## src/design/vmem_pkg.sv

```systemverilog
package vmem_pkg;

   // memory and host data word
   typedef logic [31:0] data_t;

   // configuration register index, driven by the host on cfg_sel
   typedef logic [2:0] cfg_sel_t;

   localparam cfg_sel_t sel_iterations = 3'd0;
   localparam cfg_sel_t sel_period     = 3'd1;
   localparam cfg_sel_t sel_duty       = 3'd2;
   localparam cfg_sel_t sel_delay      = 3'd3;
   localparam cfg_sel_t sel_start      = 3'd4;
   localparam cfg_sel_t sel_shift      = 3'd5;
   localparam cfg_sel_t sel_incr       = 3'd6;
   // index 7 is a hole, writes fall through

   // address generator state
   typedef enum logic {
      idle    = 1'b0,
      running = 1'b1
   } agen_state_e;

endpackage

```

## src/design/agen_cfg_if.sv

```systemverilog
interface agen_cfg_if #(
   parameter int DADDR_W  = 10,
   parameter int PERIOD_W = 5
);

   logic        [DADDR_W-1:0]  iterations;  // number of periods
   logic        [PERIOD_W-1:0] period;
   logic        [PERIOD_W-1:0] duty;        // enabled cycles per period
   logic        [PERIOD_W-1:0] delay;       // cycles before the first period
   logic        [DADDR_W-1:0]  start;
   logic signed [DADDR_W-1:0]  shift;       // extra step at each period boundary
   logic signed [DADDR_W-1:0]  incr;

   // register side
   modport cfg (
      output iterations, period, duty, delay, start, shift, incr
   );

   // generator side
   modport agen (
      input iterations, period, duty, delay, start, shift, incr
   );

endinterface

```

## src/design/cfg_decode.sv

```systemverilog
module cfg_decode import vmem_pkg::*; #(
   parameter int DADDR_W  = 10,
   parameter int PERIOD_W = 5
) (
   input  logic     clk,
   input  logic     rst,
   input  logic     cfg_we,
   input  cfg_sel_t cfg_sel,
   input  data_t    cfg_wdata,
   input  logic     done,
   agen_cfg_if.cfg  cfg
);

   logic        [DADDR_W-1:0]  iterations_q;
   logic        [PERIOD_W-1:0] period_q;
   logic        [PERIOD_W-1:0] duty_q;
   logic        [PERIOD_W-1:0] delay_q;
   logic        [DADDR_W-1:0]  start_q;
   logic signed [DADDR_W-1:0]  shift_q;
   logic signed [DADDR_W-1:0]  incr_q;

   logic wr_ok;

   // registers only change between runs
   assign wr_ok = cfg_we & done;

   always_ff @(posedge clk) begin
      if (rst) begin
         iterations_q <= '0;
         period_q     <= '0;
         duty_q       <= '0;
         delay_q      <= '0;
         start_q      <= '0;
         shift_q      <= '0;
         incr_q       <= '0;
      end else if (wr_ok) begin
         case (cfg_sel)
            sel_iterations: iterations_q <= cfg_wdata[DADDR_W-1:0];
            sel_period:     period_q     <= cfg_wdata[PERIOD_W-1:0];
            sel_duty:       duty_q       <= cfg_wdata[PERIOD_W-1:0];
            sel_delay:      delay_q      <= cfg_wdata[PERIOD_W-1:0];
            sel_start:      start_q      <= cfg_wdata[DADDR_W-1:0];
            // low bits of a sign-extended host word keep the sign
            sel_shift:      shift_q      <= signed'(cfg_wdata[DADDR_W-1:0]);
            sel_incr:       incr_q       <= signed'(cfg_wdata[DADDR_W-1:0]);
            default: ;      // unused index
         endcase
      end
   end

   assign cfg.iterations = iterations_q;
   assign cfg.period     = period_q;
   assign cfg.duty       = duty_q;
   assign cfg.delay      = delay_q;
   assign cfg.start      = start_q;
   assign cfg.shift      = shift_q;
   assign cfg.incr       = incr_q;

endmodule

```

## src/flat_wrapper.sv

```systemverilog
// flat-port wrapper written by rule: the top's interface ports become plain ports
module cfg_decode_flat import vmem_pkg::*;
#(
   parameter int DADDR_W  = 10,
   parameter int PERIOD_W = 5
)
  (clk, rst, cfg_we, cfg_sel, cfg_wdata, done, cfg_iterations, cfg_period, cfg_duty, cfg_delay, cfg_start, cfg_shift, cfg_incr);
  agen_cfg_if #(.DADDR_W(DADDR_W), .PERIOD_W(PERIOD_W)) cfg_i ();
  input  logic clk;
  input  logic rst;
  input  logic cfg_we;
  input  cfg_sel_t cfg_sel;
  input  data_t cfg_wdata;
  input  logic done;
  output wire logic [$bits(cfg_i.iterations)-1:0] cfg_iterations;
  output wire logic [$bits(cfg_i.period)-1:0] cfg_period;
  output wire logic [$bits(cfg_i.duty)-1:0] cfg_duty;
  output wire logic [$bits(cfg_i.delay)-1:0] cfg_delay;
  output wire logic [$bits(cfg_i.start)-1:0] cfg_start;
  output wire logic [$bits(cfg_i.shift)-1:0] cfg_shift;
  output wire logic [$bits(cfg_i.incr)-1:0] cfg_incr;
  assign cfg_iterations = cfg_i.iterations;
  assign cfg_period = cfg_i.period;
  assign cfg_duty = cfg_i.duty;
  assign cfg_delay = cfg_i.delay;
  assign cfg_start = cfg_i.start;
  assign cfg_shift = cfg_i.shift;
  assign cfg_incr = cfg_i.incr;
  cfg_decode #(.DADDR_W(DADDR_W), .PERIOD_W(PERIOD_W)) u_core (.clk(clk), .rst(rst), .cfg_we(cfg_we), .cfg_sel(cfg_sel), .cfg_wdata(cfg_wdata), .done(done), .cfg(cfg_i));
endmodule
```

## config.mk

```make
export PLATFORM = sky130hd
export DESIGN_NAME = cfg_decode_flat
export DESIGN_NICKNAME = d
export VERILOG_FILES = /design/src/design/vmem_pkg.sv /design/src/design/agen_cfg_if.sv /design/src/design/cfg_decode.sv /design/src/flat_wrapper.sv
export SDC_FILE = /design/constraint.sdc
export NUM_CORES = 1
export LEC_CHECK = 0
export ABC_AREA = 1
export BUFFER_PORTS_ARGS = -buffer_cell sky130_fd_sc_hd__buf_4
export CORE_ASPECT_RATIO = 0.7
export CORE_MARGIN = 5
export CORE_UTILIZATION = 48
export CTS_CLUSTER_DIAMETER = 60
export CTS_CLUSTER_SIZE = 25
export DETAILED_ROUTE_END_ITERATION = 10
export PLACE_DENSITY_LB_ADDON = 0.12
export SETUP_SLACK_MARGIN = 0.3
export SYNTH_ARGS = -nofsm -noshare
export SYNTH_HDL_FRONTEND = slang
export SYNTH_SLANG_ARGS = --single-unit
```

## constraint.sdc

```tcl
create_clock -name clk -period 0.8 [get_ports clk]
set_input_delay 0 -clock clk [delete_from_list [all_inputs] [get_ports clk]]
set_output_delay 0 -clock clk [all_outputs]
set_load 0.01 [all_outputs]
```

# Word-level counts from Yosys, hierarchy flattened
# Cells that the tools add are included.
dict set report classes {
  n_bitwise 1
  n_eq_ne 6
  n_reduce_logical 8
}
# cell n
set op_table {}
lappend op_table {{$reduce_and 2->1} 7}
lappend op_table {{$eq 3x3->1 const B} 3}
lappend op_table {{$eq 3x2->1 const B} 2}
lappend op_table {{$eq 3x1->1 const B} 1}
lappend op_table {{$logic_not 3->1} 1}
lappend op_table {{$and 1x1->1} 1}
dict set report word_totals {
  ff_bits 55
  input_bits 39
  elab_cells 22
}

# Longest topological paths before layout
dict set report depth {
  word_depth 2
  ltp_mapped 6
}

# Worst setup path before layout
# OpenSTA, ideal clock, no wires.
dict set report synth_timing {
  path_kind {input to register}
  from {in cfg_we}
  to {reg u_core.duty_q[0] (netlist: u_core.cfg.duty[0])}
  cell_stages 6
  n_path_buf 1
  setup_slack_ps 129
  setup_time_ps 115
  arrival_time_ps 556
  required_ps 685
  cell_sequence {nand2_1 > nor2_4 > buf_6 > nand3_1 > nand2_1 > nor2_1}
}
dict set report synth_between {
  elab_chain_len 2
}
# element line_no
set synth_rtl {}
lappend synth_rtl {{start, declared} flat_wrapper.sv:11} ;# input logic cfg_we;
lappend synth_rtl {{$and 1x1->1} cfg_decode.sv:25} ;# assign wr_ok = cfg_we & done;
lappend synth_rtl {{$reduce_and 2->1 (no source line)} n/a}
lappend synth_rtl {{end signal, assigned} cfg_decode.sv:40} ;# sel_duty: duty_q <= cfg_wdata[PERIOD_W-1:0];
lappend synth_rtl {{end, declared} cfg_decode.sv:16} ;# logic [PERIOD_W-1:0] duty_q;
# No other way between the ends.
# A chain may end at the register's enable or synchronous reset.

# Worst setup path in the final report
dict set report layout_timing {
  from {reg u_core.delay_q[4] (netlist: u_core.cfg.delay[4])}
  to {out cfg_delay[4]}
}
# element line_no
set layout_lines {}
lappend layout_lines {{start, declared} cfg_decode.sv:17} ;# logic [PERIOD_W-1:0] delay_q;
lappend layout_lines {{start signal, assigned} cfg_decode.sv:41} ;# sel_delay: delay_q <= cfg_wdata[PERIOD_W-1:0];
lappend layout_lines {{end, declared} flat_wrapper.sv:18} ;# output wire logic [$bits(cfg_i.delay)-1:0] cfg_delay;
# No word-level cell between the ends.

==> metrics.txt <==
most common cell after layout, fill and taps aside nor2_1; cell chosen for the clock root clkbuf_8; Max Cap Violations 0; ranking of synthesized cells by area dfxtp_1 (48%), nor2_1 (14%), nand3_1 (12%); wire length on met1 3082 um; pin count of the biggest net entering global routing 36; average vias per placed instance 5.326; number of top-level pins 94; DRC violations left 0; clock period minus worst slack 0.7935 ns; FF/Latch Area 1170 sq um; library cell with the largest summed area after synthesis dfxtp_1; relative slew slack 0.7437; post-DR wirelength/cell ~16 um; proportion of power drawn by combinational gates 0.173; end of the critical path cfg_delay[4]; fillcell total between 200 and 300; cell with the largest stage delay on the worst path dfxtp_2; starting utilization of the core area 0.4878; number of flip-flops and latches in the synthesized netlist 55; CP Data Required Time 0.80 ns; unrepaired setup endpoints after global routing yes; number of antenna violations at the first check in global routing 0; Die Y-Extent a little under 70 um; start point of the worst hold path rst; core area about 4700 sq um; average instance area after synthesis 7.121 sq um; Met2 Routed Length 3730 um; uppermost signal routing layer after detailed routing met4; CTS max path bufs 2; final setup TNS 0 ns; depth of the worst register-to-register path 3; sort of element at the start of the critical path flip-flop; synthesis-to-layout area growth 69.90%; length of the first detailed-routing pass in iterations 5; cell-internal power between 0.004 and 0.005 W; total grt overflow 0; vias in the first global route 2,099; switching component of the power approximately 0.0015 W; post-synth top area share 0.4772; endpoint of the most critical register-to-register path u_core.cfg.duty[3]; slew at the pin with the worst max-slew slack 0.3841 ns; VDD IR max approximately 1.2 mV; sequential area share after synthesis 0.4772; area of the multi-input gates 1274 sq um; total design power 0.005522 W; total detailed-routing wirelength about 7600 um; violation count after the first detailed-route iteration 195; DR vias 2,535; Reg2Reg Setup Slack 0.10 ns; final worst clock skew 0 ns; Net Count, Synth approximately 360; maximum fanout along the worst path 2; GP Congestion 0.7477; final HPWL from detailed placement 4273 um; netlist area before placement 2307 sq um; first-pass GRT wire length 10,070 um; Lkg Pwr 1.709 nW; number of nets with antenna violations after routing 0; run status complete, no violations; Crit path max-delay family flip-flops; number of I/O port buffers 71; Pins Over Slew Limit 0; cts hold-fix bufs 0; TritonCTS buffer count 5; setup-violating endpoint count in the final report 0; Critical path buffers and inverters 1; wire length on met3 696 um; Pwr per Cell Area about 1400 nW/um^2; Worst-path clk slew 0.10 ns; commonest cells after routing, fill and taps aside nor2_1 (72), buf_6 (70), nand2_1 (56), dfxtp_2 (55), nand3_1 (48); count of cell instances traversed by the critical path 1; ordered list of cells on the worst path buf_6; highest cell delay on the worst timing path about 0.38 ns; endpoint type of the worst setup path output pin; Die Footprint 6315 sq um; critical path arrival a little under 0.8 ns; number of standard-cell rows in the floorplan 21; Sw Share 0.2683; aggregate global-route resource usage 0.2050; warning count from the yosys run 0; antenna cells 0; power share of the clock group 0.309; final hold violation count 0; WS Path Type reg -> out; post-synthesis instance total 324; Achievable Freq around 1300 MHz; Seq pwr share 0.518; H-tree levels 2; Crit. Startpoint u_core.cfg.delay[4]; CTS tree built; Unique masters post-synth 15; share of layout cells above drive strength 1 0.5465; period utilisation layout 0.9919; Hold/Removal Path Class in -> reg; insertion delay to the later sink of the worst-skew pair ~0.3 ns; horizontal extent of the die 92.87 um; fin nets ~460; worst r2r src u_core.cfg.duty[3]; Num Clock Sinks 55
cell type report:
class / count / share of cell area
Multi-Input combinational cell: 237 / 0.3249
Inverter: 15 / 0.01532
Sequential cell: 55 / 0.2984
Timing Repair Buffer: 104 / 0.3166
Clock buffer: 7 / 0.02458
Tap cell: 57 / 0.01819
Clock inverter: 1 / 0.001915
synth_stat cells:
| master | n |
|---|---|
| nor2_1 | 88 |
| nand2_1 | 60 |
| dfxtp_1 | 55 |
| nand3_1 | 55 |
| a21oi_1 | 25 |
| inv_1 | 13 |
| buf_2 | 7 |
| buf_1 | 5 |
| buf_6 | 5 |
| nor2_4 | 4 |
| buf_4 | 3 |
| clkinv_1 | 1 |
| inv_2 | 1 |
| nand3_2 | 1 |
| nor2_2 | 1 |
worst min path at each step:
stage          slack, ns                  end  cells past startpoint
2_1_floorplan       0.18  u_core.cfg.delay[0]                      3
3_3_place_gp        0.39  u_core.cfg.shift[9]                      5
3_5_place_dp        0.41  u_core.cfg.start[9]                      5
4_1_cts              0.1   u_core.cfg.duty[0]                      5
5_1_grt             0.10   u_core.cfg.duty[0]                      5
6_report            0.11  u_core.cfg.delay[3]                      5
power groups by stage:
| stage | combinational [W] | sequential (W) | clock (W) |
|---|---|---|---|
| after global placement | 0.000709 | 0.00289 | 0 |
| after floorplan | 0.000379 | 0.00292 | 0 |
| after CTS | 0.000790 | 0.00286 | 0.00171 |
| final | 0.000957 | 0.00286 | 0.00171 |
| after global routing | 0.00103 | 0.00287 | 0.00185 |
| after detailed placement | 0.000718 | 0.00289 | 0 |
registers in the layout, summed over array words and instances, names as in the netlist:
| register | count |
|---|---|
| u_core.cfg.period | 5 |
| u_core.cfg.incr | 10 |
| u_core.cfg.iterations | 10 |
| u_core.cfg.delay | 5 |
| u_core.cfg.duty | 5 |
| u_core.cfg.shift | 10 |
| u_core.cfg.start | 10 |
stage by stage:
stage | hold WS [ns] | utilization | cell area (sq um) | setup slack (ns) | cells
finish | 0.1129 | 0.8288 | 3920 | 0.006462 | 476
global route | 0.1020 | 0.8288 | 3920 | -0.02887 | 476
CTS | 0.09785 | 0.7437 | 3517 | 0.02531 | 456
detailed placement | 0.4063 | 0.6376 | 3015 | -0.06359 | 445
global placement | 0.3944 | 0.6376 | 3015 | -0.04199 | 445
floorplan | 0.1818 | - | 2365 | 0.1709 | 324
cell families (layout without fill, tap and decap cells):
group / count (synthesis) / after routing / synth area share
compound gates: 25 / 25 / 0.05423
buf+inv: 35 / 127 / 0.08188
flops: 55 / 55 / 0.4772
simple gates: 209 / 212 / 0.3867
layer usage:
| layer | vias up | global-route usage |
|---|---|---|
| li1 | 1220 | - |
| met1 | 1200 | 0.2717 |
| met3 | 6 | 0.04945 |
| met4 | 0 | 0.04936 |
| met2 | 109 | 0.3417 |
| met5 | - | 0 |
timing repair:
item                       CTS  global route
gates cloned                 0             7
resized for setup          137            47
setup endpoints to repair  110           110
pin swaps                   54            33
buffers inserted             3            13
(Power assumes the default switching activity.)
