File: config.mk
export PLATFORM = sky130hd
export DESIGN_NAME = addr_gen_flat
export DESIGN_NICKNAME = d
export VERILOG_FILES = /design/src/design/vmem_pkg.sv /design/src/design/agen_cfg_if.sv /design/src/design/addr_gen.sv /design/src/flat_wrapper.sv
export SDC_FILE = /design/constraint.sdc
export NUM_CORES = 1
export LEC_CHECK = 0
export BUFFER_PORTS_ARGS = -buffer_cell sky130_fd_sc_hd__buf_2
export CAP_MARGIN = 20
export CELL_PAD_IN_SITES_DETAIL_PLACEMENT = 0
export CELL_PAD_IN_SITES_GLOBAL_PLACEMENT = 1
export CORE_ASPECT_RATIO = 0.8
export CORE_MARGIN = 2
export CORE_UTILIZATION = 42
export DETAILED_ROUTE_END_ITERATION = 10
export PLACE_DENSITY = 0.83
export SYNTH_ARGS = -nofsm -noshare
export SYNTH_HDL_FRONTEND = slang
export SYNTH_SLANG_ARGS = --single-unit
File: constraint.sdc
create_clock -name clk -period 4.4 [get_ports clk]
set_input_delay 0.22 -clock clk [delete_from_list [all_inputs] [get_ports clk]]
set_output_delay 0.22 -clock clk [all_outputs]
set_load 0.01 [all_outputs]
File: src/design/vmem_pkg.sv
package vmem_pkg;

   // memory and host data word
   typedef logic [31:0] data_t;

   // configuration register index, driven by the host on cfg_sel
   typedef logic [2:0] cfg_sel_t;

   localparam cfg_sel_t sel_iterations = 3'd0;
   localparam cfg_sel_t sel_period     = 3'd1;
   localparam cfg_sel_t sel_duty       = 3'd2;
   localparam cfg_sel_t sel_delay      = 3'd3;
   localparam cfg_sel_t sel_start      = 3'd4;
   localparam cfg_sel_t sel_shift      = 3'd5;
   localparam cfg_sel_t sel_incr       = 3'd6;
   // index 7 is a hole, writes fall through

   // address generator state
   typedef enum logic {
      idle    = 1'b0,
      running = 1'b1
   } agen_state_e;

endpackage

File: src/design/agen_cfg_if.sv
interface agen_cfg_if #(
   parameter int DADDR_W  = 10,
   parameter int PERIOD_W = 5
);

   logic        [DADDR_W-1:0]  iterations;  // number of periods
   logic        [PERIOD_W-1:0] period;
   logic        [PERIOD_W-1:0] duty;        // enabled cycles per period
   logic        [PERIOD_W-1:0] delay;       // cycles before the first period
   logic        [DADDR_W-1:0]  start;
   logic signed [DADDR_W-1:0]  shift;       // extra step at each period boundary
   logic signed [DADDR_W-1:0]  incr;

   // register side
   modport cfg (
      output iterations, period, duty, delay, start, shift, incr
   );

   // generator side
   modport agen (
      input iterations, period, duty, delay, start, shift, incr
   );

endinterface

File: src/design/addr_gen.sv
module addr_gen import vmem_pkg::*; #(
   parameter int DADDR_W  = 10,
   parameter int PERIOD_W = 5
) (
   input  logic               clk,
   input  logic               rst,
   input  logic               init,
   input  logic               run,
   agen_cfg_if.agen           cfg,
   output logic [DADDR_W-1:0] addr,
   output logic               mem_en,
   output logic               done
);

   typedef logic [DADDR_W-1:0]       addr_t;
   typedef logic signed [PERIOD_W:0] pcnt_t;  // extra bit, counts up from minus delay

   agen_state_e state;
   agen_state_e state_nxt;

   pcnt_t per_cnt;
   pcnt_t per_cnt_nxt;
   pcnt_t period_int;
   pcnt_t duty_int;

   addr_t addr_nxt;
   addr_t iter;
   addr_t iter_nxt;

   logic mem_en_nxt;
   logic done_nxt;
   logic per_end;
   logic duty_end;
   logic last_iter;
   logic gapped;

   assign period_int = pcnt_t'({1'b0, cfg.period});
   assign duty_int   = pcnt_t'({1'b0, cfg.duty});

   assign per_end   = (per_cnt == period_int);
   assign duty_end  = (per_cnt == duty_int);
   assign last_iter = (iter == cfg.iterations);
   assign gapped    = (cfg.period != cfg.duty);  // idle cycles inside each period

   always_comb begin
      state_nxt   = state;
      done_nxt    = done;
      mem_en_nxt  = mem_en;
      per_cnt_nxt = per_cnt;
      addr_nxt    = addr;
      iter_nxt    = iter;

      if (state == idle) begin
         if (init) begin
            per_cnt_nxt = pcnt_t'(1) - pcnt_t'({1'b0, cfg.delay});
            addr_nxt    = cfg.start;
            iter_nxt    = addr_t'(1);
         end
         if (run) begin
            state_nxt = running;
            done_nxt  = 1'b0;
            if (cfg.delay == '0)
               mem_en_nxt = 1'b1;  // no delay, first read right away
         end
      end else begin
         // enable window
         if (per_cnt == '0 || (per_end && !last_iter))
            mem_en_nxt = 1'b1;
         if (duty_end && (gapped || last_iter))
            mem_en_nxt = 1'b0;

         // period and iteration counters
         if (per_end) begin
            per_cnt_nxt = pcnt_t'(1);
            iter_nxt    = iter + addr_t'(1);
         end else begin
            per_cnt_nxt = per_cnt + pcnt_t'(1);
         end

         // address walk
         if (mem_en)
            addr_nxt = addr + cfg.incr;
         if (per_end)
            addr_nxt = addr + cfg.incr + cfg.shift;
         if (mem_en && duty_end && gapped)
            addr_nxt = addr;  // hold through the gap

         if (last_iter && per_end) begin
            state_nxt = idle;
            done_nxt  = 1'b1;
         end
      end
   end

   always_ff @(posedge clk) begin
      if (rst) begin
         state   <= idle;
         mem_en  <= 1'b0;
         done    <= 1'b1;
         addr    <= '0;
         per_cnt <= '0;
         iter    <= '0;
      end else begin
         state   <= state_nxt;
         mem_en  <= mem_en_nxt;
         done    <= done_nxt;
         addr    <= addr_nxt;
         per_cnt <= per_cnt_nxt;
         iter    <= iter_nxt;
      end
   end

endmodule

File: src/flat_wrapper.sv
// flat-port wrapper written by rule: the top's interface ports become plain ports
module addr_gen_flat import vmem_pkg::*;
#(
   parameter int DADDR_W  = 10,
   parameter int PERIOD_W = 5
)
  (clk, rst, init, run, addr, mem_en, done, cfg_iterations, cfg_period, cfg_duty, cfg_delay, cfg_start, cfg_shift, cfg_incr);
  agen_cfg_if #(.DADDR_W(DADDR_W), .PERIOD_W(PERIOD_W)) cfg_i ();
  input  logic clk;
  input  logic rst;
  input  logic init;
  input  logic run;
  output logic [DADDR_W-1:0] addr;
  output logic mem_en;
  output logic done;
  input wire logic [$bits(cfg_i.iterations)-1:0] cfg_iterations;
  input wire logic [$bits(cfg_i.period)-1:0] cfg_period;
  input wire logic [$bits(cfg_i.duty)-1:0] cfg_duty;
  input wire logic [$bits(cfg_i.delay)-1:0] cfg_delay;
  input wire logic [$bits(cfg_i.start)-1:0] cfg_start;
  input wire logic [$bits(cfg_i.shift)-1:0] cfg_shift;
  input wire logic [$bits(cfg_i.incr)-1:0] cfg_incr;
  assign cfg_i.iterations = cfg_iterations;
  assign cfg_i.period = cfg_period;
  assign cfg_i.duty = cfg_duty;
  assign cfg_i.delay = cfg_delay;
  assign cfg_i.start = cfg_start;
  assign cfg_i.shift = cfg_shift;
  assign cfg_i.incr = cfg_incr;
  addr_gen #(.DADDR_W(DADDR_W), .PERIOD_W(PERIOD_W)) u_core (.clk(clk), .rst(rst), .init(init), .run(run), .cfg(cfg_i), .addr(addr), .mem_en(mem_en), .done(done));
endmodule
; ---- After elaboration in Yosys (flattened, before gate mapping)
; Cells that the tools add are included.
[totals]
register_bits = 29
elab_cells = 59
[op_classes]
eq_ne = 9
n_mux = 22
add_sub_neg = 5
reduce_logical = 17
[ops]
columns = cell, n
row1 = 2-to-1 mux 10 bit, 8
row2 = adder 10 bit, 2
row3 = 2-to-1 mux 6 bit, 3
row4 = equality test 6 bit, 2
row5 = 2-to-1 mux 1 bit, 11
row6 = "adder 10 x 1 -> 10 bit, second input constant", 1
row7 = equality test 10 bit, 1
row8 = "adder 6 x 2 -> 6 bit, second input constant", 1
row9 = logical NOT 6 bit, 1
row10 = "inequality test 2 bit, second input constant", 3
row11 = AND reduction 3 bit, 2
row12 = nonzero test 2 bit, 3
row13 = "subtractor 1 x 5 -> 6 bit, first input constant", 1
row14 = logical AND 1 bit, 5
row15 = logical NOT 5 bit, 1
row16 = inequality test 5 bit, 1
row17 = AND reduction 2 bit, 2
row18 = "inequality test 3 x 2 -> 1 bit, second input constant", 1
row19 = "inequality test 3 bit, second input constant", 1
row20 = logical OR 1 bit, 2
row21 = logical NOT 1 bit, 1

; ---- Logic depth before layout (Yosys ltp)
[depth]
depth_word = 7
depth_mapped = 14
depth_no_buf = 14

; ---- Least setup slack after synthesis
; No wires, ideal clock.
[synth_path]
path_kind = flip-flop to flip-flop
startpoint = register u_core.addr[0]
endpoint = register u_core.addr[9]
required_time_ns = 4.277
setup_time_ns = 0.123
t_arrival_ns = 2.817
setup_slack_ns = 1.460
path_stages_with_launch = 15
n_path_buf = 0
path_cell_list = dfxtp_1 ha_1 fa_1 a211oi_1 o21bai_1 a21oi_1 a21oi_1 xor2_1 ha_1 a21oi_1 o21ai_0 a21oi_1 mux2i_1 xnor2_1 o21ai_0
[synth_via]
elab_chain_cells = 5
elab_cells_between_ends = 6
cone_classes = add/sub: 2 / mux: 4
[synth_rtl]
columns = item, line_no
row1 = from (decl), addr_gen.sv:10  ; output logic [DADDR_W-1:0] addr,
row2 = from (signal assigned), addr_gen.sv:107  ; addr <= addr_nxt;
row3 = adder 10 bit (*), "addr_gen.sv:82, addr_gen.sv:84"
row4 = adder 10 bit / 2-to-1 mux 10 bit (equally long branches), "addr_gen.sv:84, addr_gen.sv:81"
row5 = 2-to-1 mux 10 bit (*), addr_gen.sv:83  ; if (per_end)
row6 = 2-to-1 mux 10 bit (*), addr_gen.sv:85  ; if (mem_en && duty_end && gapped)
row7 = 2-to-1 mux 10 bit (*), addr_gen.sv:53  ; if (state == idle) begin
; Every way passes the cells marked *; elsewhere a longest branch is shown, timed or not. The select of a mux whose other input is x is not followed.
; A chain may end at the register's enable or synchronous reset.

; ---- Worst setup path in the final report
[layout_path]
startpoint = register u_core.addr[0]
endpoint = register u_core.addr[8]
; Same word-level chain as after synthesis.

==> flow_summary.json <==
{
  "final_antenna_net_count": 0,
  "gp_congestion": 0.803,
  "cts_buffer_depth": 2,
  "synth_fp_nets": 420,
  "synthArstFlopShare_pct": 0,
  "yosysTopAreaCell": "dfxtp_1",
  "antenna_found_initial": 0,
  "io_buffers": 70,
  "max-vdd-ir-drop_mv": 0.144,
  "clkSlewWorstSetupHoldPaths_ns": 0.07,
  "num_vias": 2562,
  "clock_latency_ns": 0.28,
  "cp.arrival_ns": 3.44,
  "multi_input_area_mm2": 0.00194,
  "grt_pass1_wl_mm": 11.4,
  "pwr-share-comb_pct": 42.3,
  "period_needed_ns": 3.24,
  "p_sw_share_pct": 37.0,
  "layout.nets": 480,
  "via_per_inst": 5.35,
  "regArea_um2": 581,
  "hold_path.class": "in2reg",
  "h-tree-depth": 2,
  "synth_top_area_share_pct": 21.8,
  "synthTopCellsByArea": "dfxtp_1 22%, ha_1 10%, xnor2_1 7.9%",
  "drv_slew": 0,
  "fillCellCount": 609,
  "track_usage_pct": 20.6,
  "final_cell_mix": "70 x buf_2, 36 x nor2_1, 29 x dfxtp_1",
  "holdBufCountCts": 0,
  "yosys_register_bits": 29,
  "max_slew_margin_pct": 29.6,
  "critPathRequiredTime_ns": 4.60,
  "syn_area_mm2": 0.00266,
  "first_pass_iters": 5,
  "num_rows": 25,
  "syn_inst": 337,
  "synth_ff_type": "dfxtp_1",
  "path_class": "reg2reg",
  "tightest_slew_ns": 1.06,
  "max_freq_mhz": 308,
  "dieArea_mm2": 0.00699,
  "ys_seq_area_share_pct": 21.8,
  "die_w_um": 93.0,
  "timing.rr.start": "u_core.addr[0]",
  "hold_violations": 0,
  "fin_crit_sh_pct": 73.7,
  "wirelength_mm": 6.93,
  "cp_max_fo": 4,
  "setup_viol": 0,
  "grt_pass1_vias": 2381,
  "whs_path_depth": 3,
  "maxCapViolations": 0,
  "die_y_um": 75.2,
  "p_leak_nw": 1.39,
  "clock_sinks": 29,
  "p_per_area_mw_per_mm2": 309,
  "io_pins": 71,
  "cts_tree": "yes",
  "hp-start": "run",
  "r2r_cells": 14,
  "hpwl_mm": 5.25,
  "cts_resized": 0,
  "total_power_w": 0.000966,
  "wl_per_cell_um": 14.5,
  "drc": 0,
  "rsz0062_at_grt": "false",
  "internal_power_w": 0.000608,
  "r2r_end": "u_core.addr[8]",
  "final_common_cell": "buf_2",
  "syn_to_final_growth_pct": 17.5,
  "synth_enable_flop_cells": 0,
  "coreArea_mm2": 0.00601,
  "fin_cells": 479,
  "fin_tns_setup_ns": 0,
  "ff2ff_setup_slack_ns": 1.16,
  "status": "completed",
  "num_antenna_cells": 0,
  "pwr-share-clk_pct": 26.1,
  "initial_utilization_pct": 44.3,
  "grt_overflow": 0,
  "ys_types": 45,
  "drt_iter0_drc": 119,
  "post-place-cells": 471,
  "skew_ns": 0.00300,
  "seqPwrFrac_pct": 31.5,
  "cts_root_buf": "clkbuf_8",
  "avgSynthCellArea_um2": 7.89,
  "crit_path_end_kind": "flop",
  "p_switching_w": 0.000357,
  "cts_buffers": 5,
  "post_cts_buffers": 0,
  "grt_max_degree": 33,
  "min_to": "u_core.done",
  "drive_gt1_share_pct": 20.9,
  "critPathLaunchType": "flop",
  "yosys_warnings": 0
}
[layout make-up]
cell class | instances | area share (%)
tap | 81 | 3.25
inverter | 11 | 1.32
clock buffer | 7 | 3.08
timing repair buffer | 71 | 11.5
sequential | 29 | 18.6
clock inverter | 1 | 0.160
multi-input combinational | 279 | 62.1
[registers in the layout, indices dropped and copies added (netlist names)]
name,flops
u_core.iter,10
u_core.addr,10
u_core.mem_en,1
u_core.done,1
u_core.per_cnt,6
u_core.state,1
[synth_stat cells (3+ instances only)]
| cell type | instances |
|---|---|
| nor2_1 | 36 |
| dfxtp_1 | 29 |
| nand2_1 | 27 |
| a21oi_1 | 26 |
| xnor2_1 | 24 |
| xor2_1 | 24 |
| ha_1 | 22 |
| o21ai_0 | 15 |
| inv_1 | 11 |
| a211oi_1 | 10 |
| clkbuf_1 | 10 |
| a31oi_1 | 9 |
| nor3_1 | 8 |
| a21o_1 | 7 |
| nand2b_1 | 7 |
| nand4_1 | 7 |
| mux2i_1 | 6 |
| buf_2 | 5 |
| nand3_1 | 5 |
| nor3b_1 | 4 |
| nor4_1 | 4 |
| o32ai_1 | 4 |
| buf_6 | 3 |
| o2111ai_1 | 3 |
| o21a_1 | 3 |
| or3_1 | 3 |
[worst max-delay path by stage]
stage,startpoint,endpoint,cells past startpoint
2_1_floorplan,u_core.addr[0],u_core.addr[9],14
3_5_place_dp,cfg_incr[0],u_core.addr[8],15
4_1_cts,u_core.addr[0],u_core.addr[8],14
5_1_grt,u_core.addr[0],u_core.addr[8],14
3_3_place_gp,cfg_incr[0],u_core.addr[8],15
6_report,u_core.addr[0],u_core.addr[8],14
[stage by stage]
step	hold WS (ns)	utilization [%]	setup slack, ns	instance area, um2
after floorplan	0.395	-	1.46	2660
after global placement	0.460	50.3	1.26	3020
after detailed placement	0.470	50.3	1.17	3020
after CTS	0.232	52.0	1.15	3120
after global routing	0.248	52.0	0.904	3120
final	0.237	52.0	1.16	3120
[per-layer routing]
| metal | GRT usage (%) | part of all wire (%) | up-vias |
|---|---|---|---|
| met4 | 5.72 | 0.77 | 0 |
| met1 | 29.6 | 52 | 1160 |
| met3 | 3.40 | 4.9 | 4 |
| met5 | 0 | 0 | - |
| met2 | 32.2 | 43 | 65 |
| li1 | - | - | 1333 |
[critical path: stages, from the launching register on]
cell,delay [ns]
dfxtp_1,0.33
ha_1,0.21
fa_1,0.43
a211oi_1,0.27
o21bai_1,0.13
a21oi_1,0.26
xnor2_1,0.19
ha_1,0.31
o21ai_0,0.09
nand2b_1,0.07
a31oi_1,0.19
xnor2_1,0.14
a21oi_1,0.08
a21boi_0,0.16
o32ai_1,0.30
[cell families after synthesis]
logic type / synth area share (%)
AOI/OAI and AO/OA: 23.4
xor gates and xnor gates: 15.8
adders and majority gates: 11.9
buffers and inverters: 5.18
DFF: 21.8
muxes: 2.26
and+or+nand+nor: 19.6
[power by group through the flow]
stage | Sequential (W) | Clock, W | Combinational, W
2_1_floorplan | 0.000307 | 0 | 0.000308
3_3_place_gp | 0.000310 | 0 | 0.000403
3_5_place_dp | 0.000310 | 0 | 0.000404
4_1_cts | 0.000304 | 0.000261 | 0.000408
5_1_grt | 0.000307 | 0.000268 | 0.000461
6_report | 0.000304 | 0.000253 | 0.000409
Power figures use the tool's default switching activity.
